## src/hw/renkon_consts.svh

```systemverilog
`ifndef RENKON_CONSTS_SVH
`define RENKON_CONSTS_SVH

// **********************************************************
// Fixed-point format and image limits
// **********************************************************

`define DWIDTH 16    // Data word width.
`define FRAC 8       // Fractional bits.
`define MAX_WIDTH 32 // Widest image line.

`endif

```

## src/hw/conv_pkg.sv

```systemverilog
`default_nettype none

`include "renkon_consts.svh"

package conv_pkg;

  typedef logic signed [`DWIDTH-1:0] data_t;    // Pixel, weight, bias, feature.
  typedef logic signed [2*`DWIDTH-1:0] prod_t;  // Full-width product.
  typedef logic [$clog2(`MAX_WIDTH+1)-1:0] cnt_t; // Sizes and counters.

  typedef enum logic [1:0] {
    IDLE,
    RUN,
    DRAIN
  } ctrl_state_t;

endpackage

`default_nettype wire

```

## src/hw/line_window.sv

```systemverilog
`timescale 1ns/10ps
`default_nettype none

`include "renkon_consts.svh"

module line_window (
  input  logic            clk,
  input  logic            xrst,
  input  logic            shift_en,
  input  conv_pkg::data_t pixel,
  input  conv_pkg::cnt_t  img_width,
  output conv_pkg::data_t win [9]
);
  import conv_pkg::*;

  localparam int AW = $clog2(`MAX_WIDTH);

  data_t         rowbuf [2][`MAX_WIDTH];
  data_t         tap    [2];
  logic [AW-1:0] tap_idx;

  // **********************************************************
  // Row buffers
  // **********************************************************

  // Entry k holds the pixel from k+1 strobes back.
  assign tap_idx = AW'(img_width - cnt_t'(1));
  assign tap[0]  = rowbuf[0][tap_idx]; // One row up.
  assign tap[1]  = rowbuf[1][tap_idx]; // Two rows up.

  always_ff @(posedge clk) begin
    if (shift_en) begin
      rowbuf[0][0] <= pixel;
      rowbuf[1][0] <= tap[0]; // Second buffer chains off the first.
      for (int i = 1; i < `MAX_WIDTH; i++) begin
        rowbuf[0][i] <= rowbuf[0][i-1];
        rowbuf[1][i] <= rowbuf[1][i-1];
      end
    end
  end

  // **********************************************************
  // 3x3 window, row-major, top-left first
  // **********************************************************

  always_ff @(posedge clk or negedge xrst) begin
    if (!xrst) begin
      for (int i = 0; i < 9; i++) begin
        win[i] <= '0;
      end
    end else if (shift_en) begin
      for (int r = 0; r < 3; r++) begin
        win[3*r]   <= win[3*r+1];
        win[3*r+1] <= win[3*r+2];
      end
      win[2] <= tap[1];
      win[5] <= tap[0];
      win[8] <= pixel; // Bottom right is the newest pixel.
    end
  end

endmodule

`default_nettype wire

```

## config.mk

```make
export PLATFORM = sky130hd
export DESIGN_NAME = line_window
export DESIGN_NICKNAME = d
export VERILOG_FILES = /design/src/hw/conv_pkg.sv /design/src/hw/line_window.sv
export VERILOG_INCLUDE_DIRS = /design/src /design/src/hw
export SDC_FILE = /design/constraint.sdc
export NUM_CORES = 1
export LEC_CHECK = 0
export BUFFER_PORTS_ARGS = -buffer_cell sky130_fd_sc_hd__clkbuf_2
export CAP_MARGIN = 20
export CORE_ASPECT_RATIO = 0.9
export CORE_MARGIN = 2
export CORE_UTILIZATION = 50
export CTS_BUF_LIST = sky130_fd_sc_hd__clkbuf_16
export DETAILED_ROUTE_END_ITERATION = 7
export PLACE_DENSITY = 0.69
export SYNTH_ARGS = -nofsm -noshare
export SYNTH_HDL_FRONTEND = slang
export SYNTH_SLANG_ARGS = --single-unit
```

## constraint.sdc

```tcl
create_clock -name clk -period 1.5 [get_ports clk]
set_input_delay 0.3 -clock clk [delete_from_list [all_inputs] [get_ports clk]]
set_output_delay 0.3 -clock clk [all_outputs]
set_load 0.03 [all_outputs]
```

After elaboration in Yosys (flattened, before gate mapping):

Memories as Yosys holds them, arrays and structs flattened.
Index checks and enable logic that the tools add are counted.
Widths: inputs -> output; s select.

* output and inout bits: 144
* memories: 1
* logic and storage cells: 21
* register bits: 144
* input port bits: 25
* bits in writable memories: 1024

* multiplexer cells: 8
* add/sub/neg operators: 1
* bitwise gates (word level): 1
* $lt $le $gt $ge: 1

Memory list
* rowbuf: words 2, bits a word 512, rd ports 2, clocked after memory_dff 0, write ports 2, line line_window.sv:18 `` data_t rowbuf [2][`MAX_WIDTH]; ``

Operators with widths (number)
* $bmux 16 s5: 2
* $mux 16: 4
* $ge 6x6->1 const B: 1
* $not 5->6: 1
* $sub 5x1->5 const B: 1
* $mux 1: 2

Logic depth before layout (Yosys ltp):

* depth in word-level cells: 5
* depth in mapped cells: 14
* mapped depth without buffers: 7

Least setup slack after synthesis:

OpenSTA, ideal clock, no wires.

* kind: input to register
* start: in img_width[0]
* end: reg win[102] (netlist name)
* arrival time: 3.073 ns
* slack: -1.713 ns
* data required time: 1.360 ns
* stages: 14
* path through: buf_4 -> buf_6 -> buf_6 -> buf_6 -> inv_2 -> buf_2 -> ha_1 -> buf_6 -> xor2_4 -> buf_6 -> mux4_1 -> mux2_2 -> o21ai_1 -> o32ai_1

* word-level cells in the longest chain between the ends: 5

RTL lines
* start: declaration: line line_window.sv:11 `input conv_pkg::cnt_t img_width,`
* $sub 5x1->5: line line_window.sv:27 `assign tap_idx = AW'(img_width - cnt_t'(1));`
* $not 5->6 (implied by the code): line line_window.sv:29 `assign tap[1] = rowbuf[1][tap_idx];`
* $bmux 16 s5: line line_window.sv:29
* $mux 16 (implied by the code) (2 in series): line line_window.sv:29
* end signal: indexed assignment: line line_window.sv:53 `win[3*r] <= win[3*r+1];`
* end signal: indexed assignment: line line_window.sv:54 `win[3*r+1] <= win[3*r+2];`
* end: declaration: line line_window.sv:12 `output conv_pkg::data_t win [9]`

Every way passes these cells. The select of a mux whose other input is x is not followed.
A chain may end at the register's enable or synchronous reset.

==> flow_metrics.tcl <==
set metrics [dict create \
    status "finished with violations" \
    violations "negative setup slack" \
    critical_path_class "flop to flop" \
    fin_tns_setup_ns -16.62 \
    dp.cells 3611 \
    synth_ff_type "edfxtp_1" \
    pin_count 169 \
    crit_path_end_kind "flop" \
    antenna_left 0 \
    core-area_um2 89300 \
    die_x_um 320 \
    ir_worst_vdd_mv 1.23 \
    synth_area_leaders "edfxtp_1 68%, mux4_2 12%, dfrtp_1 8.0%" \
    clk_latency_ns 0.68 \
    clk_pin_slew_ns 0.07 \
    async_flop_share_pct 12.3 \
    syn_area_um2 45000 \
    synth_fp_nets 2136 \
    synth-edff-count 1024 \
    route.detailed.drc 0 \
    finalCritPeriodShare_pct 122 \
    n_antenna_cell 0 \
    grt_pass1_wl_um 152000 \
    fp-row-count 104 \
    cts_sinks 1168 \
    die_h_um 289 \
    drive_gt1_share_pct 46.0 \
    syn_to_final_growth_pct 27.5 \
    ys_ff_latch 1168 \
    port_buffers 167 \
    final_hold_viol_count 0 \
    dr.pass1.iters 5 \
    worstPathRequired_ns 1.93 \
    fmax_mhz 545 \
    fin_ws_ns -0.336 \
    clockRootBuffer "clkbuf_16" \
    synth_most_common_cell "edfxtp_1" \
    seq_area_frac_synth_pct 76.4 \
    drt-vias-per-instance 5.90 \
    cts-buffers-inserted 115 \
    grt_pass1_vias 24500 \
    grt_max_degree 78 \
    synth_cell_types 49 \
    fin_worst_skew_ns 0.0270 \
    vias 23700 \
    final-max-slew-violation-count 0 \
    antenna_found_initial 1 \
    synth_area_per_cell_um2 21.3 \
    dp.final_hpwl_um 59900 \
    grt.total_usage_pct 21.7 \
    synth_top_area_share_pct 68.4 \
    synth_common_cells "1024 x edfxtp_1, 243 x mux4_2, 144 x dfrtp_1" \
    cts_tree "done" \
    period_minus_slack_ns 1.84 \
    place.gp.congestion 0.781 \
    relSlewSlack_pct 68.6 \
    routedWlPerCell_um 25.4 \
    hp-class "input port to async pin" \
    place_ws_ns -1.09 \
    postRouteWirelength_um 102000 \
    setup-violations-final 191 \
    worst_hold_slack_ns 0.0978 \
    start_util_pct 50.4 \
    clock_path_buffers 3 \
    start_kind "flop" \
    rsz0062_at_grt "yes" \
    instances_no_fill 4025 \
    p_leak_uw 0.0212 \
    h-tree-depth 3 \
    final_nets 2784 \
    drtIter0Drc 2601 \
    yosysWarnings 0 \
    path_max_fanout 2 \
    die_area_um2 92400 \
    tightest_slew_ns 0.471 \
    cap_violations 0 \
    critPathArrivalTime_ns 2.27 \
    power_density_nw_per_um2 1400 \
    yosys.area.top_type "edfxtp_1" \
    grt-ovfl-total 0 \
    synthCells 2110 \
]
-- cell families (layout without fill, tap and decap cells) --
kind of cell	count (synthesis)	count (layout)	share of synthesized area [%]
mux	401	401	16.5
xor+xnor	5	5	0.139
compound gates	173	173	2.89
fa+ha+maj	1	1	0.0278
simple gates	195	195	2.25
flops	1168	1168	76.4
buf+inv	167	916	1.81
-- worst paths after layout --
check | slack [ns] | startpoint | to | cells after the start
setup / recovery | -0.34 | rowbuf[0][509] | rowbuf[0][1021] | 5
hold / removal | 0.1 | xrst | win[128] | 2
setup reg to reg | -0.34 | rowbuf[0][509] | rowbuf[0][1021] | 5
hold reg to reg | 0.43 | rowbuf[0][159] | rowbuf[0][143] | 0
max in group asynchronous | 0.72 | xrst | win[105] | 3
min in group clk | 0.16 | shift_en | rowbuf[0][17] | 2
-- metrics by stage --
stage	area, um2	total power, uW	util (%)
finish	57400	80300	64.3
CTS	56200	79300	62.9
detailed placement	49900	49700	55.9
global route	57400	82800	64.3
global placement	49900	49300	55.9
floorplan	45100	45300	-
-- critical path, stage by stage (launching register included) --
cell	delay, ns
edfxtp_1	0.46
mux4_2	0.50
nor2b_4	0.14
nor4_2	0.27
buf_4	0.17
nor2_1	0.04
-- cell usage in the layout (no fill, tap or decap), drive strengths merged, types with 2 or more instances in the layout --
cell | synthesis | routed
edfxtp | 1024 | 1024
buf | 61 | 606
mux4 | 256 | 256
dfrtp | 144 | 144
clkbuf | 52 | 140
mux2 | 128 | 128
inv | 54 | 87
nand2 | 83 | 83
a21boi | 64 | 64
clkinv | 0 | 59
o21ai | 34 | 34
nor4 | 32 | 32
nor2b | 29 | 29
nor2 | 18 | 18
mux2i | 17 | 17
dlygate4sd3 | 0 | 17
o31ai | 17 | 17
and3 | 16 | 16
a211oi | 16 | 16
a32o | 16 | 16
o32ai | 16 | 16
and2b | 5 | 5
bufinv | 0 | 5
xnor2 | 4 | 4
nor3 | 3 | 3
nand3 | 3 | 3
or3 | 2 | 2
or2 | 2 | 2
clkinvlp | 0 | 2
a32oi | 2 | 2
-- metal layers --
layer	wire, um	global-route usage [%]
met4	1850	5.11
met3	7410	4.31
met2	49900	34.4
met5	0	0
met1	43000	31.5
-- registers in the layout, indices dropped and copies added (netlist names) --
| name | count |
|---|---|
| rowbuf | 1024 |
| win | 144 |
-- layout make-up --
type	count	area (um2)
clock buffers	119	2980
clock inverters	99	594
fillers	5710	31900
inverters	54	218
multi-input cells	775	10600
flip-flops and latches	1168	34400
well taps	1166	1460
repair buffers	644	7110
-- what timing repair did --
action / in CTS / in global routing
cloned: 2 / 2
setup buffers: 106 / 76
resized for setup: 412 / 247
endpoints found under the setup margin: 192 / 192
hold buffers: 17 / 0
hold endpoints to repair: 176 / 0
pin swaps: 53 / 40
-- power by group --
| part | internal (uW) | leakage, uW | switching, uW |
|---|---|---|---|
| Clock | 15200 | 0.00188 | 12100 |
| Combinational | 6820 | 0.00756 | 6060 |
| Sequential | 38200 | 0.0117 | 1940 |
Power figures use the tool's default switching activity.
