--- src/hw/renkon_consts.svh ---
`ifndef RENKON_CONSTS_SVH
`define RENKON_CONSTS_SVH

// **********************************************************
// Fixed-point format and image limits
// **********************************************************

`define DWIDTH 16    // Data word width.
`define FRAC 8       // Fractional bits.
`define MAX_WIDTH 32 // Widest image line.

`endif

--- src/hw/conv_pkg.sv ---
`default_nettype none

`include "renkon_consts.svh"

package conv_pkg;

  typedef logic signed [`DWIDTH-1:0] data_t;    // Pixel, weight, bias, feature.
  typedef logic signed [2*`DWIDTH-1:0] prod_t;  // Full-width product.
  typedef logic [$clog2(`MAX_WIDTH+1)-1:0] cnt_t; // Sizes and counters.

  typedef enum logic [1:0] {
    IDLE,
    RUN,
    DRAIN
  } ctrl_state_t;

endpackage

`default_nettype wire

--- src/hw/bias_relu.sv ---
`timescale 1ns/10ps
`default_nettype none

`include "renkon_consts.svh"

module bias_relu (
  input  logic            clk,
  input  logic            xrst,
  input  conv_pkg::data_t sum,
  input  conv_pkg::data_t bias,
  input  logic            in_valid,
  output conv_pkg::data_t fmap,
  output logic            fmap_valid
);
  import conv_pkg::*;

  localparam data_t MAX_VAL = {1'b0, {(`DWIDTH-1){1'b1}}};
  localparam data_t MIN_VAL = {1'b1, {(`DWIDTH-1){1'b0}}};

  logic signed [`DWIDTH:0] total;
  data_t                   sat;
  data_t                   relu;

  assign total = {sum[`DWIDTH-1], sum} + {bias[`DWIDTH-1], bias}; // One guard bit.

  always_comb begin
    if (!total[`DWIDTH] && total[`DWIDTH-1]) begin
      sat = MAX_VAL; // Positive overflow.
    end else if (total[`DWIDTH] && !total[`DWIDTH-1]) begin
      sat = MIN_VAL;
    end else begin
      sat = data_t'(total);
    end
    relu = sat[`DWIDTH-1] ? data_t'(0) : sat; // Clamp negatives.
  end

  always_ff @(posedge clk) begin
    fmap <= relu;
  end

  always_ff @(posedge clk or negedge xrst) begin
    if (!xrst) begin
      fmap_valid <= 1'b0;
    end else begin
      fmap_valid <= in_valid;
    end
  end

endmodule

`default_nettype wire

--- config.mk ---
export PLATFORM = sky130hd
export DESIGN_NAME = bias_relu
export DESIGN_NICKNAME = d
export VERILOG_FILES = /design/src/hw/conv_pkg.sv /design/src/hw/bias_relu.sv
export VERILOG_INCLUDE_DIRS = /design/src /design/src/hw
export SDC_FILE = /design/constraint.sdc
export NUM_CORES = 1
export LEC_CHECK = 0
export BUFFER_PORTS_ARGS = -buffer_cell sky130_fd_sc_hd__buf_2
export CAP_MARGIN = 10
export CORE_ASPECT_RATIO = 0.75
export CORE_MARGIN = 3
export CORE_UTILIZATION = 42
export DETAILED_ROUTE_END_ITERATION = 8
export PLACE_DENSITY = 0.75
export SETUP_SLACK_MARGIN = 0.1
export SYNTH_ARGS = -nofsm -noshare
export SYNTH_HDL_FRONTEND = slang
export SYNTH_SLANG_ARGS = --single-unit
--- constraint.sdc ---
create_clock -name clk -period 0.8 [get_ports clk]
set_input_delay 0.08 -clock clk [delete_from_list [all_inputs] [get_ports clk]]
set_output_delay 0.08 -clock clk [all_outputs]
set_load 0.02 [all_outputs]
Word-level counts from Yosys, hierarchy flattened
Index checks and enable logic that the tools add are counted.
{"block": "classes", "addsub": 1, "reduce_logical": 4, "muxes": 2}
{"op": "16-bit two-way mux", "n": 2}
{"op": "16-bit by 16-bit adder with 17-bit output", "n": 1}
{"op": "1-bit logical AND", "n": 2}
{"op": "1-bit zero test", "n": 2}
{"block": "word_totals", "reg_bits": 17, "output_inout_bits": 17, "wordCells": 10, "in_bits": 35}

Longest topological paths before layout
Gate-level depths: netlist of the first run.
{"block": "logic_depth", "word_depth": 5, "mapped_depth": 10, "ltp_nobuf": 9}

Worst setup path after synthesis of the first run
No wires, ideal clock.
{"block": "synth_timing", "path_kind": "input -> register", "start": "input port sum[0]", "end": "register fmap[0]", "setup_ps": 70, "setup_slack_ps": -1163, "arrival_ps": 1893, "cell_stages": 10, "cell_sequence": "ha_1 > inv_1 > fa_1 > nand2b_1 > a21o_1 > a31o_2 > o21ai_1 > a31oi_1 > clkbuf_1 > a21oi_1"}
{"block": "synth_via", "elab_chain_cells": 5}
{"element": "from (decl)", "line": "bias_relu.sv:9", "source": "input conv_pkg::data_t sum,"}
{"element": "16-bit by 16-bit adder with 17-bit output (*)", "line": "bias_relu.sv:24", "source": "assign total = {sum[`DWIDTH-1], sum} + {bias[`DWIDTH-1], bias};"}
{"element": "1-bit zero test", "line": "bias_relu.sv:29", "source": "end else if (total[`DWIDTH] && !total[`DWIDTH-1]) begin"}
{"element": "1-bit logical AND", "line": "bias_relu.sv:29"}
{"element": "16-bit two-way mux", "line": "bias_relu.sv:29"}
{"element": "16-bit two-way mux (*)", "line": "bias_relu.sv:27", "source": "if (!total[`DWIDTH] && total[`DWIDTH-1]) begin"}
{"element": "to (signal assigned)", "line": "bias_relu.sv:38", "source": "fmap <= relu;"}
{"element": "to (decl)", "line": "bias_relu.sv:12", "source": "output conv_pkg::data_t fmap,"}
Every way passes the cells marked *; elsewhere a longest branch is shown, timed or not.
A chain may end at the register's enable or synchronous reset.

Worst setup path after layout of the first run
{"block": "layout_timing", "start": "input port sum[1]", "end": "register fmap[14]"}
The elaborated chain is that of the path after synthesis.

==> results.py, run 1 <==
metrics = {
    "critical_path": {
        "timing.critical_path.mode_cell": "a211oi_2",
        "path_buf_inv": 2,
        "worst_path_largest_cell_delay_ns": 0.30,
        "cp_data_required_time_ns": 0.90,
        "critical_path.max_fanout": 15,
        "cp_top_family": "compound AO/OA/AOI/OAI gates",
        "timing.critical_path.to_type": "flop",
        "startpoint_type": "input pin",
        "critical_path_class": "in -> reg",
        "cp.arrival_ns": 1.89,
        "worst_path_max_delay_cell": "a211o_1",
        "timing.critical_path.cells": "buf_8, ha_4, a211o_1, a211oi_2, o31ai_2, a211oi_2, xor2_2, buf_12, a21oi_1",
    },
    "power": {
        "netSwitchingPower_mw": 1.350,
        "max-vdd-ir-drop_mv": 1.004,
        "p_clk_frac": 0.176,
        "power_report.internal_total_mw": 2.542,
        "netSwitchingFraction": 0.3469,
        "combPwrFrac": 0.529,
        "sequentialPowerShare": 0.295,
        "p_per_area_nw_per_um2": 1879,
        "lkg_pwr_nw": 0.9847,
    },
    "yosys": {
        "postSynthNetCount": 189,
        "ys_seq_elements": 16,
        "synth_top_cells_by_count": "29 x a21oi_1, 16 x ha_1, 15 x dfxtp_1, 9 x nand2_1, 7 x nor2_1",
        "post_synthesis_sequential_area_ratio": 0.2743,
        "synth.top_cell.area_share": 0.2532,
        "number_of_standard_cells_after_synthesis": 137,
        "synth.most_common_cell": "a21oi_1",
        "ys_dominant_reg_cell": "dfxtp_1",
        "yosysWarningCount": 0,
        "synth_async_sr_flop_share": 0.06250,
        "syn_area_um2": 1186,
        "synth.distinct_cells": 31,
        "synth.area.top_cells": "dfxtp_1 25%, ha_1 17%, a21oi_1 12%",
        "post_synth_top_area_cell": "dfxtp_1",
        "post_synth_edffs": 0,
        "mapped_avg_cell_area_um2": 8.658,
    },
    "sta": {
        "worst_hold_slack_ns": 0.1528,
        "setup-tns-final_ns": -14.59,
        "final.period_utilization": 2.226,
        "drv_slew": 0,
        "grt_setup_unrepaired": "true",
        "finalSetupViolations": 16,
        "timing.fmax_mhz": 561.4,
        "finalWorstPathRequiredPeriod_ns": 1.781,
        "final_hold_viol_count": 0,
        "timing.final.ws_setup_ns": -0.9811,
    },
    "clock_tree": {
        "clkSinkCount": 16,
        "ctsHtreeMaxLevel": 1,
        "tritoncts.num_buffers": 3,
        "cts.clk_slew.worst_paths_ns": 0.06,
        "cts_max_path_buffers": 2,
        "tritoncts": "done",
        "clock_tree.root_cell": "clkbuf_8",
    },
    "min_path": {
        "hold_path_class": "in -> async",
    },
    "global_route": {
        "grt_use_total": 0.2174,
        "grt_first_pass_wirelength_mm": 5.975,
        "grt_max_degree": 16,
        "initial_antenna_violation_count": 0,
        "vias_in_the_first_global_route": 1435,
        "grt_overflow_total": 0,
    },
    "finish": {
        "fillers": 183,
        "antenna-diode-count": 0,
        "finalNonFillerCells": 261,
        "area_growth_pct": 74.68,
        "drive_above_1_share": 0.5378,
        "finalNetCount": 278,
    },
    "flow_run": {
        "cap_viol_max_count": 0,
    },
    "floorplanning": {
        "dieArea_um2": 3504,
        "fp.dieW_um": 67.37,
        "coreArea_um2": 2643,
        "io_pins": 52,
        "die_height_um": 52.02,
        "fp-row-count": 16,
        "initial_core_util": 0.4489,
    },
    "status": {
        "status": "finished with violations",
        "violations": "negative setup slack",
    },
    "placed_design": {
        "dp.cells": 252,
        "place_hpwl_mm": 2.847,
        "placement.setup.worst_slack_ns": -1.188,
        "port-buffer-count": 50,
        "place_congestion": 0.8135,
    },
    "route": {
        "postRouteWirelength_mm": 3.659,
        "drt_first_pass_iters": 4,
        "route.detailed.drc": 0,
        "vias_per_cell": 5.207,
        "initialDrtViolationCount": 55,
        "route.detailed.wl_per_inst_um": 14.02,
        "final_antenna_net_count": 0,
        "num_vias": 1359,
    },
}
final timing paths:
kind | start | to | slack (ns) | cells past startpoint
hold / removal | xrst | fmap_valid | 0.15 | 2
setup / recovery | sum[1] | fmap[14] | -0.98 | 9
min in group clk | bias[0] | fmap[0] | 0.23 | 4
max in group asynchronous | xrst | fmap_valid | 0.56 | 2
metal layers:
| layer | GRT usage | up-vias | part of all wire | wire (um) |
|---|---|---|---|---|
| met3 | 0.02376 | 4 | 0.048 | 176 |
| met1 | 0.2614 | 640 | 0.42 | 1542 |
| met4 | 0.04040 | 0 | 0.010 | 38 |
| met5 | 0 | - | 0 | 0 |
| met2 | 0.4144 | 42 | 0.52 | 1901 |
| li1 | - | 673 | - | - |
registers in the layout (all words and copies together) (netlist names):
register	count
fmap	15
fmap_valid	1
cell type report:
cell class                      instances  area (um2)  share of cell area
Inverter                                5       18.77            0.009058
Tap cell                               36       45.04             0.02174
Clock buffer                            4       55.05             0.02657
Timing Repair Buffer                   87       661.9              0.3194
Multi-Input combinational cell        113       947.2              0.4571
Sequential cell                        16       344.1              0.1661
cells in the final DEF, fill, tap and decap left out, types with 2 or more instances in the layout:
master	Yosys	routed
nor2_1	7	7
buf_6	1	17
ha_1	16	10
clkbuf_8	0	4
nand2_1	9	9
o21a_1	4	4
inv_1	5	5
dlygate4sd3_1	0	2
a21oi_2	0	2
a31oi_1	4	3
a21oi_1	29	27
o211ai_1	3	3
a211oi_2	2	2
nand2b_1	3	2
buf_4	1	34
buf_2	0	32
nor3_1	3	3
dfxtp_2	0	15
o21ai_0	4	4
xor2_1	6	6
a21o_1	6	6
xnor2_1	6	6
ha_4	0	6
logic make-up (layout without fill, tap and decap cells):
kind of cell / after synthesis / count (layout) / synth area share
AO/OA/AOI/OAI: 59 / 59 / 0.3154
flip-flops: 16 / 16 / 0.2743
adder cells (fa/ha/maj): 17 / 17 / 0.1857
XOR/XNOR: 13 / 13 / 0.1023
AND/OR/NAND/NOR: 23 / 23 / 0.08439
buffers and inverters: 8 / 96 / 0.03481
other: 1 / 1 / 0.003162
power groups by stage:
stage | Sequential, mW | Clock [mW] | Combinational (mW)
6_report | 1.15 | 0.684 | 2.06
5_1_grt | 1.16 | 0.721 | 2.21
4_1_cts | 1.14 | 0.687 | 2.00
3_5_place_dp | 1.07 | 0 | 1.73
3_3_place_gp | 1.07 | 0 | 1.67
2_1_floorplan | 1.34 | 0 | 0.805
stage by stage:
stage | total power, mW | area (um2) | util
after floorplan | 2.142 | 1308 | -
after global placement | 2.734 | 1823 | 0.6899
after detailed placement | 2.804 | 1823 | 0.6899
after CTS | 3.831 | 2038 | 0.7713
after global routing | 4.099 | 2072 | 0.7841
final | 3.892 | 2072 | 0.7841
repair_timing:
item | in CTS | in global routing
hold buffers | 2 | 0
endpoints found under the setup margin | 31 | 31
setup buffers | 1 | 2
resized for setup | 50 | 4
endpoints found under the hold margin | 2 | 0
gates cloned | 0 | 0
(Power assumes the default switching activity.)
==> run 2, diff against run 1 <==
- CORE_UTILIZATION: 42 -> 44
- CTS_BUF_LIST: unset -> sky130_fd_sc_hd__clkbuf_4 sky130_fd_sc_hd__clkbuf_8
- PLACE_DENSITY: 0.75 -> 0.78
==> results.py, run 2 (same netlist as run 1, synthesis figures left out) <==
metrics = {
    "critical_path": {
        "cp_top_family": "compound AO/OA/AOI/OAI gates",
        "cp.arrival_ns": 2.01,
        "stages_on_worst_setup_path": 11,
        "worst_path_largest_cell_delay_ns": 0.34,
        "timing.critical_path.to_type": "flop",
        "cp_data_required_time_ns": 0.99,
        "startpoint_type": "input pin",
        "path_buf_inv": 3,
        "critical_path.max_fanout": 3,
        "worst_path_max_delay_cell": "fa_2",
        "timing.critical_path.cells": "buf_2, ha_4, inv_1, fa_2, nand2b_4, a21o_1, a31o_4, o21ai_4, buf_4, xnor2_1, a21oi_1",
        "critical_path_class": "in -> reg",
    },
    "finish": {
        "antenna-diode-count": 0,
        "registers.top_by_ff_count": "fmap",
        "area_growth_pct": 74.16,
        "layout.cells.most_common": "buf_4",
        "finalNonFillerCells": 260,
        "drive_above_1_share": 0.5398,
        "seq_area_um2": 344.1,
        "most_frequent_cells_in_the_layout": "34 x buf_4, 32 x buf_2, 27 x a21oi_1, 17 x buf_6, 15 x dfxtp_2",
        "final_design_area_no_fill_um2": 2066,
        "reg_top3": "fmap x15, fmap_valid x1",
        "largest_reg_flops": 15,
        "fillers": 137,
        "multi_input_comb_area_um2": 968.4,
        "finalNetCount": 279,
    },
    "global_route": {
        "vias_in_the_first_global_route": 1440,
        "grt_overflow_total": 0,
        "grt_first_pass_wirelength_mm": 6.637,
        "grt_use_total": 0.2568,
        "initial_antenna_violation_count": 0,
        "grt_max_degree": 16,
    },
    "clock_tree": {
        "tritoncts": "done",
        "cts.clk_slew.worst_paths_ns": 0.10,
        "clkSinkCount": 16,
        "clock_tree.root_cell": "clkbuf_4",
        "cts_max_path_buffers": 2,
        "ctsHtreeMaxLevel": 1,
        "tritoncts.num_buffers": 3,
    },
    "floorplanning": {
        "fp-row-count": 15,
        "coreArea_um2": 2421,
        "io_pins": 52,
        "fp.dieW_um": 65.95,
        "dieArea_um2": 3361,
        "initial_core_util": 0.4899,
        "die_height_um": 50.97,
    },
    "sta": {
        "finalWorstPathRequiredPeriod_ns": 1.817,
        "setup-tns-final_ns": -14.47,
        "timing.final.ws_setup_ns": -1.017,
        "finalSetupViolations": 31,
        "grt_setup_unrepaired": "true",
        "final_hold_viol_count": 0,
        "final.period_utilization": 2.271,
        "max_slew_margin": 0.6556,
        "timing.fmax_mhz": 550.4,
        "worst_slew_pin_slew_ns": 0.5142,
        "drv_slew": 0,
    },
    "route": {
        "vias_per_cell": 5.585,
        "initialDrtViolationCount": 143,
        "route.detailed.wl_per_inst_um": 17.79,
        "dr_wl_met3_um": 319,
        "num_vias": 1452,
        "postRouteWirelength_mm": 4.625,
        "drt_first_pass_iters": 4,
        "met2_wirelength_mm": 2.250,
        "route.detailed.drc": 0,
        "met1_layer_wirelength_in_the_final_routing_mm": 1.982,
        "top_layer_used": "met4",
        "final_antenna_net_count": 0,
    },
    "power": {
        "p_clk_frac": 0.128,
        "p_per_area_nw_per_um2": 1850,
        "combPwrFrac": 0.569,
        "netSwitchingFraction": 0.3859,
        "netSwitchingPower_mw": 1.475,
        "lkg_pwr_nw": 0.9763,
        "finalPower_mw": 3.822,
        "power_report.internal_total_mw": 2.347,
        "sequentialPowerShare": 0.303,
        "max-vdd-ir-drop_mv": 0.6850,
    },
    "placed_design": {
        "port-buffer-count": 50,
        "place_hpwl_mm": 2.937,
        "dp.cells": 251,
        "placement.setup.worst_slack_ns": -1.201,
        "dpl-instance-area_um2": 1828,
        "place_congestion": 0.8686,
    },
    "status": {
        "violations": "negative setup slack",
        "status": "finished with violations",
    },
    "min_path": {
        "hold_path_class": "in -> async",
    },
    "flow_run": {
        "cap_viol_max_count": 0,
    },
}
==> run 2: changes by cell type in the layout (fill, tap and decap cells not counted), sizes merged <==
cell   delta
a31oi     +1
==> run 2: final cells by class <==
| cell class | instances | area share |
|---|---|---|
| clock buffer | 4 | 0.01454 |
| inverter | 5 | 0.009085 |
| multi-input combinational | 114 | 0.4688 |
| sequential | 16 | 0.1666 |
| tap | 34 | 0.02059 |
| timing repair buffer | 87 | 0.3204 |
==> run 2: power groups by stage <==
stage               logic (mW)  clock network, mW  registers, mW
detailed placement        1.73                  0           1.08
finish                    2.18              0.488           1.16
global route              2.31              0.536           1.17
CTS                       2.00              0.480           1.15
global placement          1.67                  0           1.07
floorplan                0.805                  0           1.34
==> run 2: layer usage <==
metal	GRT usage	vias up
li1	-	680
met1	0.3044	692
met2	0.4676	73
met3	0.03297	7
met4	0.1014	0
met5	0	-
==> run 2: worst paths after layout <==
| check | start | to | slack [ns] |
|---|---|---|---|
| min | xrst | fmap_valid | 0.08 |
| max | sum[0] | fmap[12] | -1.02 |
| max in group asynchronous | xrst | fmap_valid | 0.64 |
| min in group clk | bias[0] | fmap[0] | 0.18 |
==> run 2: stage by stage <==
step / util / hold slack, ns
floorplan: - / -0.2156
global placement: 0.7550 / -0.1448
detailed placement: 0.7550 / -0.1446
CTS: 0.8300 / 0.07877
global route: 0.8532 / 0.08032
finish: 0.8532 / 0.08100
==> run 2: repair_timing <==
action,in CTS,in global routing
endpoints found under the hold margin,2,0
setup buffers,1,1
gates cloned,0,1
setup endpoints to repair,31,31
hold buffers,2,0
resized for setup,48,8
pin swaps,0,2
