[src/hw/renkon_consts.svh]
`ifndef RENKON_CONSTS_SVH
`define RENKON_CONSTS_SVH

// **********************************************************
// Fixed-point format and image limits
// **********************************************************

`define DWIDTH 16    // Data word width.
`define FRAC 8       // Fractional bits.
`define MAX_WIDTH 32 // Widest image line.

`endif

[src/hw/conv_pkg.sv]
`default_nettype none

`include "renkon_consts.svh"

package conv_pkg;

  typedef logic signed [`DWIDTH-1:0] data_t;    // Pixel, weight, bias, feature.
  typedef logic signed [2*`DWIDTH-1:0] prod_t;  // Full-width product.
  typedef logic [$clog2(`MAX_WIDTH+1)-1:0] cnt_t; // Sizes and counters.

  typedef enum logic [1:0] {
    IDLE,
    RUN,
    DRAIN
  } ctrl_state_t;

endpackage

`default_nettype wire

[src/hw/conv_ctrl.sv]
`timescale 1ns/10ps
`default_nettype none

module conv_ctrl (
  input  logic           clk,
  input  logic           xrst,
  input  logic           start,
  input  logic           pixel_valid,
  input  conv_pkg::cnt_t img_width,
  input  conv_pkg::cnt_t img_height,
  output logic           shift_en,
  output logic           tree_valid,
  output logic           done,
  output logic           busy
);
  import conv_pkg::*;

  ctrl_state_t state;
  cnt_t        width_r;
  cnt_t        height_r;
  cnt_t        col;
  cnt_t        row;
  logic        last_px;
  logic        win_ok;
  logic [4:0]  vld_pipe;  // Window register plus tree stages.
  logic [4:0]  last_pipe;

  assign shift_en = pixel_valid && (state == RUN);
  assign win_ok   = shift_en && (row >= cnt_t'(2)) && (col >= cnt_t'(2));
  assign last_px  = shift_en && (row == height_r - cnt_t'(1))
                    && (col == width_r - cnt_t'(1));

  // **********************************************************
  // Frame FSM
  // **********************************************************

  always_ff @(posedge clk or negedge xrst) begin
    if (!xrst) begin
      state    <= IDLE;
      width_r  <= '0;
      height_r <= '0;
    end else begin
      case (state)
        IDLE: begin
          if (start) begin
            state    <= RUN;
            width_r  <= img_width;
            height_r <= img_height;
          end
        end
        RUN:     if (last_px) state <= DRAIN;
        DRAIN:   if (done) state <= IDLE; // Last result is out.
        default: state <= IDLE;
      endcase
    end
  end

  // Raster position of the next pixel.
  always_ff @(posedge clk or negedge xrst) begin
    if (!xrst) begin
      col <= '0;
      row <= '0;
    end else if (state == IDLE && start) begin
      col <= '0;
      row <= '0;
    end else if (shift_en) begin
      if (col == width_r - cnt_t'(1)) begin
        col <= '0;
        row <= row + cnt_t'(1);
      end else begin
        col <= col + cnt_t'(1);
      end
    end
  end

  // **********************************************************
  // Valid and last delay lines
  // **********************************************************

  always_ff @(posedge clk or negedge xrst) begin
    if (!xrst) begin
      vld_pipe  <= '0;
      last_pipe <= '0;
      done      <= 1'b0;
    end else begin
      vld_pipe  <= {vld_pipe[3:0], win_ok};
      last_pipe <= {last_pipe[3:0], last_px};
      done      <= last_pipe[4]; // Lines up with the bias stage.
    end
  end

  assign tree_valid = vld_pipe[4];
  assign busy       = (state != IDLE);

endmodule

`default_nettype wire

[config.mk]
export PLATFORM = sky130hd
export DESIGN_NAME = conv_ctrl
export DESIGN_NICKNAME = d
export VERILOG_FILES = /design/src/hw/conv_pkg.sv /design/src/hw/conv_ctrl.sv
export VERILOG_INCLUDE_DIRS = /design/src /design/src/hw
export SDC_FILE = /design/constraint.sdc
export NUM_CORES = 1
export LEC_CHECK = 0
export ABC_AREA = 1
export BUFFER_PORTS_ARGS = -buffer_cell sky130_fd_sc_hd__buf_2
export CORE_UTILIZATION = 59
export CTS_BUF_LIST = sky130_fd_sc_hd__clkbuf_2 sky130_fd_sc_hd__clkbuf_4 sky130_fd_sc_hd__clkbuf_8
export DETAILED_ROUTE_END_ITERATION = 6
export PLACE_DENSITY = 0.8
export REMOVE_ABC_BUFFERS = 1
export SYNTH_ARGS = -nofsm -noshare
export SYNTH_HDL_FRONTEND = slang
export SYNTH_SLANG_ARGS = --single-unit
[constraint.sdc]
create_clock -name clk -period 2.56 [get_ports clk]
set_clock_uncertainty 0.2 [all_clocks]
set_input_delay 0.768 -clock clk [delete_from_list [all_inputs] [get_ports clk]]
set_output_delay 0.768 -clock clk [all_outputs]
set_load 0.03 [all_outputs]
Yosys cells after proc, flatten, opt, wreduce, memory -nomap -nowiden
Index checks and enable logic that the tools add are counted.
{"block": "word_totals", "ff_bits": 37, "out_inout_bits": 4, "inputBits": 16, "wordCells": 44}
{"block": "classes", "order_cmp": 2, "reduce_logical": 13, "eq_ne": 7, "n_mux": 10, "n_addsub": 4}
{"op": "6-bit two-way mux", "count": 6}
{"op": "6-bit by 1-bit adder with 6-bit output, second input constant", "count": 2}
{"op": "6-bit == test", "count": 2}
{"op": "6-bit by 2-bit >= comparator with 1-bit output, second input constant", "count": 2}
{"op": "6-bit by 1-bit subtractor with 6-bit output, second input constant", "count": 2}
{"op": "1-bit logical AND", "count": 6}
{"op": "2-bit two-way mux", "count": 3}
{"op": "2-bit != test, second input constant", "count": 3}
{"op": "2-bit case mux with 3 select lines", "count": 1}
{"op": "2-bit nonzero test", "count": 3}
{"op": "2-bit AND reduction", "count": 2}
{"op": "3-bit AND reduction", "count": 1}
{"op": "2-bit by 1-bit == test with 1-bit output, second input constant", "count": 1}
{"op": "2-bit == test, second input constant", "count": 1}
{"op": "2-bit zero test", "count": 1}

Depth between registers and ports, before layout
Gate-level depths: netlist (run 1).
{"block": "logic_depth", "word_depth": 6, "ltp_mapped": 13, "depth_no_buf": 13}

Worst setup path after synthesis (run 1)
No wires, ideal clock.
{"block": "synth_path", "path_kind": "in2reg", "start": "in pixel_valid", "end": "reg col[3]", "setup_time_ps": 124, "path_buffers": 0, "t_arrival_ps": 1941, "stages": 8, "slack_ps": 295, "path_cell_list": "inv_1 > nor2_1 > inv_1 > nand2_2 > inv_1 > nor2_1 > xor2_1 > a21oi_1"}
{"block": "synth_via", "elab_chain_cells": 2}
{"element": "start: declaration", "line_no": "conv_ctrl.sv:8", "text": "input logic pixel_valid,"}
{"element": "1-bit logical AND", "line_no": "conv_ctrl.sv:28", "text": "assign shift_en = pixel_valid && (state == RUN);"}
{"element": "named net shift_en", "line_no": "conv_ctrl.sv:11", "text": "output logic shift_en,"}
{"element": "2-bit nonzero test (no source line)"}
{"element": "end signal: assignment", "line_no": "conv_ctrl.sv:71", "text": "col <= col + cnt_t'(1);"}
{"element": "end: declaration", "line_no": "conv_ctrl.sv:21", "text": "cnt_t col;"}
The timed path passes the listed nets, and every way through them passes these cells.
A chain may end at the register's enable or synchronous reset.

Worst setup path after layout (run 1)
{"block": "layout_path", "start": "reg state[1]", "end": "out shift_en"}
{"block": "layout_via", "elab_chain_cells": 2}
{"element": "start: declaration", "line_no": "conv_ctrl.sv:18", "text": "ctrl_state_t state;"}
{"element": "start signal: assignment", "line_no": "conv_ctrl.sv:39", "text": "state <= IDLE;"}
{"element": "start signal: assignment", "line_no": "conv_ctrl.sv:46", "text": "state <= RUN;"}
{"element": "start signal: assignment", "line_no": "conv_ctrl.sv:51", "text": "RUN: if (last_px) state <= DRAIN;"}
{"element": "2-bit by 1-bit == test with 1-bit output", "line_no": "conv_ctrl.sv:28"}
{"element": "1-bit logical AND", "line_no": "conv_ctrl.sv:28"}
{"element": "end: declaration", "line_no": "conv_ctrl.sv:11"}
No other way between the ends.

==> results of run 1 <==
==> worst paths after layout <==
kind / cells past startpoint / to / startpoint
setup / recovery: 4 / shift_en / state[1]
hold / removal: 0 / last_pipe[3] / last_pipe[2]
setup reg to reg: 10 / row[5] / width_r[0]
hold reg to reg: 0 / last_pipe[3] / last_pipe[2]
max in group asynchronous: 2 / height_r[0] / xrst
min in group asynchronous: 2 / vld_pipe[4] / xrst
==> area by class of cell <==
| type | instances | area [sq um] |
|---|---|---|
| multi-input cells | 172 | 917 |
| flip-flops and latches | 37 | 926 |
| fillers | 250 | 920 |
| clock inverters | 3 | 46.3 |
| well taps | 44 | 55.1 |
| inverters | 31 | 116 |
| clock buffers | 5 | 37.5 |
| repair buffers | 21 | 110 |
==> power groups by stage <==
stage / Combinational [mW] / Clock (mW) / Sequential, mW
finish: 0.412 / 0.415 / 0.814
global route: 0.477 / 0.451 / 0.826
CTS: 0.414 / 0.421 / 0.813
detailed placement: 0.409 / 0 / 0.824
global placement: 0.397 / 0 / 0.817
floorplan: 0.316 / 0 / 0.802
==> stage by stage <==
stage / std cells / total power, mW
finish: 313 / 1.64
global route: 313 / 1.75
CTS: 313 / 1.65
detailed placement: 305 / 1.23
global placement: 305 / 1.21
floorplan: 240 / 1.12
==> layer usage <==
layer	GRT usage	vias to the layer above	routed length [um]	share of wire
li1	-	813	-	-
met1	0.303	737	1680	0.46
met2	0.389	44	1760	0.48
met3	0.0584	5	168	0.046
met4	0.106	0	45	0.012
met5	0	-	0	0
==> logic make-up after synthesis <==
| logic type | Yosys count | synth area share |
|---|---|---|
| xor gates and xnor gates | 14 | 0.0657 |
| adders and majority gates | 6 | 0.0379 |
| DFF | 37 | 0.468 |
| buffers and inverters | 35 | 0.0689 |
| AOI/OAI and AO/OA | 17 | 0.0468 |
| and+or+nand+nor | 135 | 0.313 |
==> placed cells by master (no fill, tap or decap), types with 6 or more instances in the layout <==
master / n
o21ai_0: 9
nand2_1: 75
dfrtp_1: 37
inv_1: 27
xor2_1: 8
nor2_1: 17
ha_1: 6
buf_2: 19
nand3_1: 22
==> flip-flops by register name (all words and copies together), names as in the netlist <==
signal	flops
row	6
done	1
last_pipe	5
col	6
width_r	6
state	2
height_r	6
vld_pipe	5
==> flow_metrics.tcl, run 1 <==
set metrics [dict create \
    ctsLongestPathBuffers 2 \
    ant_nets 0 \
    status "finished, final reports clean" \
    crit_type "flop to output port" \
    period_share 0.905 \
    hold_violations 0 \
    critPathCaptureType "output port" \
    fin_ws_ns 0.244 \
    grt_pass1_wl_um 6240 \
    grt_max_degree 38 \
    finalInstanceArea_sq_mm 0.00221 \
    p_switching_uw 570 \
    synth.most_common_cell "nand2_1" \
    power.internal_mw 1.07 \
    worstPathRequired_ns 1.59 \
    syn_inst 244 \
    post-route-util 0.706 \
    fmax_mhz 432 \
    pre_cts_slack_ns 0.274 \
    routed_wl_um 3660 \
    ir_drop_v 0.000474 \
    worst_path_max_delay_cell "dfrtp_1" \
    cp.arrival_ns 1.35 \
    clkTransAtPathRegs_ns 0.12 \
    first_iter_violations 87 \
    placed_area_sq_mm 0.00212 \
    fp.dieH_um 59.9 \
    dr.pass1.iters 4 \
    die-width_um 59.9 \
    setup_viol 0 \
    root_buffer "clkbuf_4" \
    clkPwrFrac 0.253 \
    drc_errors 0 \
    holdWs_ns 0.162 \
    rsz0062_at_grt "no" \
    p_comb_frac 0.251 \
    synth.avg_cell_area_sq_um 8.11 \
    ys_seq_area_frac 0.468 \
    yosys-top-cells-area "dfrtp_1, nand2_1, nand3_1" \
    async_flop_share 1.00 \
    syn-cell-area_sq_mm 0.00198 \
    htree_num_levels 2 \
    max_slew_margin 0.695 \
    row_count 20 \
    finalCriticalPeriod_ns 2.32 \
    p_per_area_mw_per_mm2 743 \
    ios 20 \
    synth_top_cell_by_area "dfrtp_1" \
    fin_tns_setup_ns 0 \
    leakagePower_nw 1.15 \
    clk_latency_ns 0.35 \
    switching_share 0.347 \
    cp_slowest_stage_delay_ns 0.40 \
    cts_resized 0 \
    critPathMaxFanout 3 \
    place.gp.congestion 0.816 \
    yosys-top-cells-count "nand2_1, dfrtp_1, inv_1" \
    crit_buf_inv 2 \
    ys_ff_latch 37 \
    drv_cap 0 \
    worst_pin_slew_ns 0.457 \
    area_growth_pct 11.6 \
    post-cts-setup-buffer-count 0 \
    synth_warnings 0 \
    critPathLaunchType "flop" \
    slew_viol_final 0 \
    fin_nets 290 \
    critical-path-top-delay-family "flip-flops" \
    antenna_cells 0 \
    ctsHoldBuffers 0 \
    seqPwrFrac 0.496 \
    yosys.area.top_type_share 0.468 \
    synth_edf_count 0 \
    synth_ff_type "dfrtp_1" \
    route.vias.total 1599 \
    core_sq_mm 0.00313 \
    grt.total_usage 0.239 \
    yosysUniqueCellTypes 28 \
    grt_pass1_vias 1495 \
    path_cells "inv_1 > nand2_1 > nor2_1 > buf_2" \
    antenna_found_initial 0 \
    portBuffers 19 \
    cts_inserted_buffers 5 \
    initial_utilization 0.633 \
    r2r_slack_ns 0.60 \
    drive_gt1_frac 0.164 \
    wl_per_cell_um 11.7 \
    fp.dieArea_sq_mm 0.00359 \
    grt_overflow 0 \
    via_per_inst 5.11 \
    hold_class "flop to flop" \
    numClockSinks 37 \
    dpl.hpwl_um 2570 \
    cts_tree "yes" \
]
(Power assumes the default switching activity.)
==> run 2, diff against run 1 <==
Settings changed: REMOVE_ABC_BUFFERS 1 to unset.
==> run 2 against run 1 <==
  * First-iteration DRC count grew 71%
  * Clock-buffer cell count grew 2
  * Sequential share of layout area grew 0.26 points
  * Wire length grew 4.4%
  * Largest cell class unchanged
  * Sequential power is essentially flat
==> flow_metrics.tcl, run 2 (synthesis gave the netlist of run 1 again) <==
set metrics [dict create \
    status "finished, final reports clean" \
    clk_latency_ns 0.34 \
    path_cells "inv_1 > nand2_1 > nor2_1 > buf_2" \
    rsz0062_at_grt "no" \
    numPlacedInstances 305 \
    hp-start "last_pipe[1]" \
    hold_violations 0 \
    drive_gt1_frac 0.164 \
    finalCriticalPeriod_ns 2.30 \
    p_per_area_mw_per_mm2 721 \
    row_count 20 \
    dr.pass1.iters 4 \
    ctsHoldBuffers 0 \
    ir_drop_v 0.000451 \
    syn_nets 266 \
    r2r-start "width_r[0]" \
    grt.total_usage 0.244 \
    power.internal_mw 1.02 \
    fp.dieArea_sq_mm 0.00359 \
    p_switching_uw 560 \
    via_per_inst 5.06 \
    grt_pass1_wl_um 6320 \
    critPathLaunchType "flop" \
    worst_path_max_delay_cell "dfrtp_1" \
    seqPwrFrac 0.516 \
    initial_utilization 0.633 \
    r2r_end "row[1]" \
    leakagePower_nw 1.15 \
    grt_max_degree 38 \
    route.vias.total 1583 \
    antenna_found_initial 0 \
    ios 20 \
    clkPwrFrac 0.222 \
    drv_cap 0 \
    die-width_um 59.9 \
    mostFrequentLayoutCell "nand2_1" \
    htree_num_levels 2 \
    core_sq_mm 0.00313 \
    fmax_mhz 434 \
    slew_viol_final 0 \
    routed_wl_um 3820 \
    critPathMaxFanout 3 \
    critPathCaptureType "output port" \
    clkTransAtPathRegs_ns 0.11 \
    fp.dieH_um 59.9 \
    dpl.hpwl_um 2760 \
    crit_type "flop to output port" \
    worst_pin_slew_ns 0.449 \
    instances_no_fill 313 \
    first_iter_violations 149 \
    period_share 0.899 \
    grt_pass1_vias 1428 \
    area_growth_pct 10.9 \
    fin_nets 290 \
    r2r_slack_ns 0.57 \
    antenna_cells 0 \
    min_path_cells 0 \
    setup_viol 0 \
    critical-path-top-delay-family "flip-flops" \
    worstPathRequired_ns 1.59 \
    wl_per_cell_um 12.2 \
    cp_slowest_stage_delay_ns 0.40 \
    root_buffer "clkbuf_4" \
    numClockSinks 37 \
    ctsLongestPathBuffers 2 \
    cp.arrival_ns 1.33 \
    cts_inserted_buffers 5 \
    crit_buf_inv 2 \
    portBuffers 19 \
    fin_tns_setup_ns 0 \
    p_comb_frac 0.262 \
    drc_errors 0 \
    cts_tree "yes" \
    max_slew_margin 0.701 \
    hold_class "flop to flop" \
    post-cts-setup-buffer-count 0 \
    grt_overflow 0 \
    whs_endpoint "last_pipe[2]" \
    switching_share 0.354 \
    reg2reg_depth 10 \
    cts_resized 0 \
    layout_common_cells "nand2_1, dfrtp_1, inv_1" \
    place.gp.congestion 0.863 \
    ant_nets 0 \
]
[run 2: changes by cell type in the layout (fill, tap and decap cells not counted)]
cell	before	now
clkinv_4	1	0
clkbuf_8	0	2
bufinv_16	1	0
clkinv_2	0	1
clkinvlp_4	1	0
[run 2: worst register-to-register path, cell delays in order (launching register included)]
cell and delay (ns):
dfrtp_1 0.40, inv_2 0.07, ha_1 0.31, xor2_1 0.16, nand3_1 0.10, nor2_2 0.16, nand3_4 0.16, nand2_8 0.14
nand2_4 0.08, nand2_1 0.06, nand2_1 0.06
[run 2: final cells by class]
type,instances,area (sq um)
Clock inverter,1,5.00
Tap cell,44,55.1
Timing Repair Buffer,21,110
Clock buffer,7,65.1
Sequential cell,37,926
Fill cell,253,933
Inverter,31,116
Multi-Input combinational cell,172,917
[run 2: how the worst max path moves through the flow]
| stage | from | to | slack [ns] | depth (start not counted) |
|---|---|---|---|---|
| CTS | state[1] | shift_en | 0.24 | 4 |
| detailed placement | pixel_valid | shift_en | 0.33 | 4 |
| floorplan | pixel_valid | col[3] | 0.30 | 8 |
| finish | state[1] | shift_en | 0.26 | 4 |
| global placement | pixel_valid | shift_en | 0.36 | 4 |
| global route | state[1] | shift_en | 0.12 | 4 |
[run 2: power by group through the flow]
stage / registers (mW) / logic [mW] / clock network (mW)
after floorplan: 0.800 / 0.321 / 0
after global placement: 0.819 / 0.400 / 0
after detailed placement: 0.826 / 0.412 / 0
after CTS: 0.814 / 0.416 / 0.362
after global routing: 0.834 / 0.471 / 0.394
final: 0.817 / 0.414 / 0.352
[run 2: per-stage QoR]
stage / total power [mW] / utilization / worst slack (ns) / cell area (sq um) / hold slack, ns
2_1_floorplan: 1.12 / - / 0.295 / 1980 / 0.131
4_1_cts: 1.59 / 0.702 / 0.236 / 2190 / 0.160
3_3_place_gp: 1.22 / 0.679 / 0.357 / 2120 / 0.133
6_report: 1.58 / 0.702 / 0.257 / 2190 / 0.159
3_5_place_dp: 1.24 / 0.679 / 0.326 / 2120 / 0.135
5_1_grt: 1.70 / 0.702 / 0.124 / 2190 / 0.166
[run 2: routing by layer]
layer,wire [um],vias to the layer above,share of wire,global-route usage
met5,0,-,0,0
met4,59,0,0.015,0.0731
met1,1840,720,0.48,0.326
li1,-,814,-,-
met2,1740,41,0.46,0.384
met3,173,8,0.045,0.0714
==> run 3, diff against run 2 <==
Settings changed: BUFFER_PORTS_ARGS -buffer_cell sky130_fd_sc_hd__buf_2 to -buffer_cell sky130_fd_sc_hd__clkbuf_2, CORE_UTILIZATION 59 to 55, PLACE_DENSITY 0.8 to 0.78.
Clock period 2.56 ns to 1.9 ns, I/O delays scaled along.
==> run 3 against run 2 <==
  * The flow now finishes with violations (negative setup slack)
  * Register-to-register slack worse by 0.61 ns
  * Final area up 8.4%
  * Global-route usage up 0.15 points
  * Critical path depth unchanged
  * Worst hold slack better by 0.0061 ns
  * Wire length up 10%
  * Critical path type unchanged
  * First-iteration DRC count down 8.1%
  * Final cell count up 4.8%
  * Clock power up 29%
  * Non-clock buffer count up 12
==> flow_metrics.tcl, run 3 (synthesis gave the netlist of run 1 again) <==
set metrics [dict create \
    leakagePower_nw 1.22 \
    initial_utilization 0.584 \
    grt_pass1_wl_um 6760 \
    fin_nets 303 \
    worst_pin_slew_ns 0.423 \
    worst_path_max_delay_cell "dfrtp_1" \
    setup_viol 9 \
    clkTransAtPathRegs_ns 0.11 \
    cp_slowest_stage_delay_ns 0.42 \
    dr.pass1.iters 4 \
    critPathMaxFanout 2 \
    path_cells "inv_2 > nand2_4 > nor2_4 > buf_8" \
    numClockSinks 37 \
    grt_overflow 0 \
    hold_class "flop to flop" \
    slew_viol_final 0 \
    crit_type "flop to output port" \
    routed_wl_um 4220 \
    via_per_inst 5.04 \
    first_iter_violations 137 \
    cts_tree "yes" \
    cp.arrival_ns 1.17 \
    rsz0062_at_grt "yes" \
    mostFrequentLayoutCell "nand2_1" \
    critPathCaptureType "output port" \
    drv_cap 0 \
    worstPathRequired_ns 1.13 \
    drive_gt1_frac 0.238 \
    r2r_end "row[3]" \
    reg2reg_depth 10 \
    finalInstanceArea_sq_mm 0.00238 \
    finalCriticalPeriod_ns 1.94 \
    fp.dieArea_sq_mm 0.00384 \
    hold_violations 0 \
    route.vias.total 1653 \
    root_buffer "clkbuf_4" \
    drc_errors 0 \
    place.gp.congestion 0.825 \
    p_per_area_mw_per_mm2 909 \
    ant_nets 0 \
    placed_area_sq_mm 0.00218 \
    fp.dieH_um 62.0 \
    violations "negative setup slack" \
    ios 20 \
    cts_inserted_buffers 5 \
    layout_common_cells "nand2_1, dfrtp_1, inv_1" \
    r2r_slack_ns -0.04 \
    syn_nets 266 \
    cp-startpoint "state[1]" \
    ctsLongestPathBuffers 2 \
    antenna_found_initial 0 \
    cp-endpoint "shift_en" \
    dpl.hpwl_um 2990 \
    status "finished, violations left" \
    htree_num_levels 2 \
    period_share 1.02 \
    p_total_mw 2.16 \
    grt_max_degree 24 \
    fin_ws_ns -0.0388 \
    grt.total_usage 0.246 \
    antenna_cells 0 \
    clk_latency_ns 0.35 \
    grt_pass1_vias 1551 \
    r2r-start "width_r[1]" \
    row_count 21 \
    die-width_um 62.0 \
    core_sq_mm 0.00339 \
    ir_drop_v 0.000473 \
    critPathLaunchType "flop" \
    wl_per_cell_um 12.9 \
    portBuffers 19 \
    fmax_mhz 516 \
    area_growth_pct 20.2 \
    max_slew_margin 0.718 \
]
[run 3: cell types whose count changed in the layout (fill, tap and decap cells not counted), moves of 2 or more]
cell      change
nand2_1       -5
clkbuf_2     +17
nand2_2       +4
buf_4        +10
inv_2         +2
buf_2        -19
nor2_1        -2
inv_1         -2
[run 3: area by class of cell]
type                       instances  area [sq um]
clock buffer                       6          51.3
timing repair buffer              33           231
fill                             254          1010
clock inverter                     2          13.8
multi-input combinational        173           982
inverter                          31           116
sequential                        37           926
tap                               46          57.6
[run 3: how the worst min path moves through the flow]
stage / from / cells after the start / to / slack [ns]
floorplan: xrst / 0 / col[0] / 0.07
global placement: vld_pipe[2] / 0 / vld_pipe[3] / 0.14
detailed placement: last_pipe[0] / 0 / last_pipe[1] / 0.14
CTS: vld_pipe[1] / 0 / vld_pipe[2] / 0.16
global route: vld_pipe[1] / 0 / vld_pipe[2] / 0.18
finish: last_pipe[4] / 0 / done / 0.17
[run 3: through the flow]
stage               cells  setup slack, ns  setup TNS (ns)  hold WS, ns   util
finish                328          -0.0388          -0.154        0.165  0.702
global route          328           -0.138           -1.33        0.176  0.702
CTS                   327          -0.0733          -0.135        0.164  0.688
global placement      312           0.0277               0        0.135  0.643
floorplan             244           0.0194               0       0.0744      -
detailed placement    312          -0.0188         -0.0867        0.136  0.643
[run 3: where the power goes]
group	leakage [nW]	switching [mW]	internal (mW)	total [mW]
Sequential	0.432	0.188	0.923	1.11
Clock	0.0382	0.273	0.180	0.453
Combinational	0.747	0.338	0.258	0.596
Total	1.22	0.799	1.36	2.16
[run 3: repair_timing]
action	CTS	global route
endpoints found under the setup margin	8	16
hold endpoints to repair	14	0
buffers inserted	5	1
resized for setup	8	13
hold buffers	1	0
pin swaps	7	10
cloned	1	0
[run 3: critical path: cells and delay by family, from the launching register on]
kind / cells / cell delay (ns)
buf+inv: 2 / 0.23
flops: 1 / 0.42
simple gates: 2 / 0.18
[run 3: layer usage]
layer  wire length (um)  global-route usage  up-vias
met2               1960               0.400       37
met5                  0                   0        -
met3                157              0.0600       10
met1               2020               0.321      761
met4                 82              0.0825        0
li1                   -                   -      845
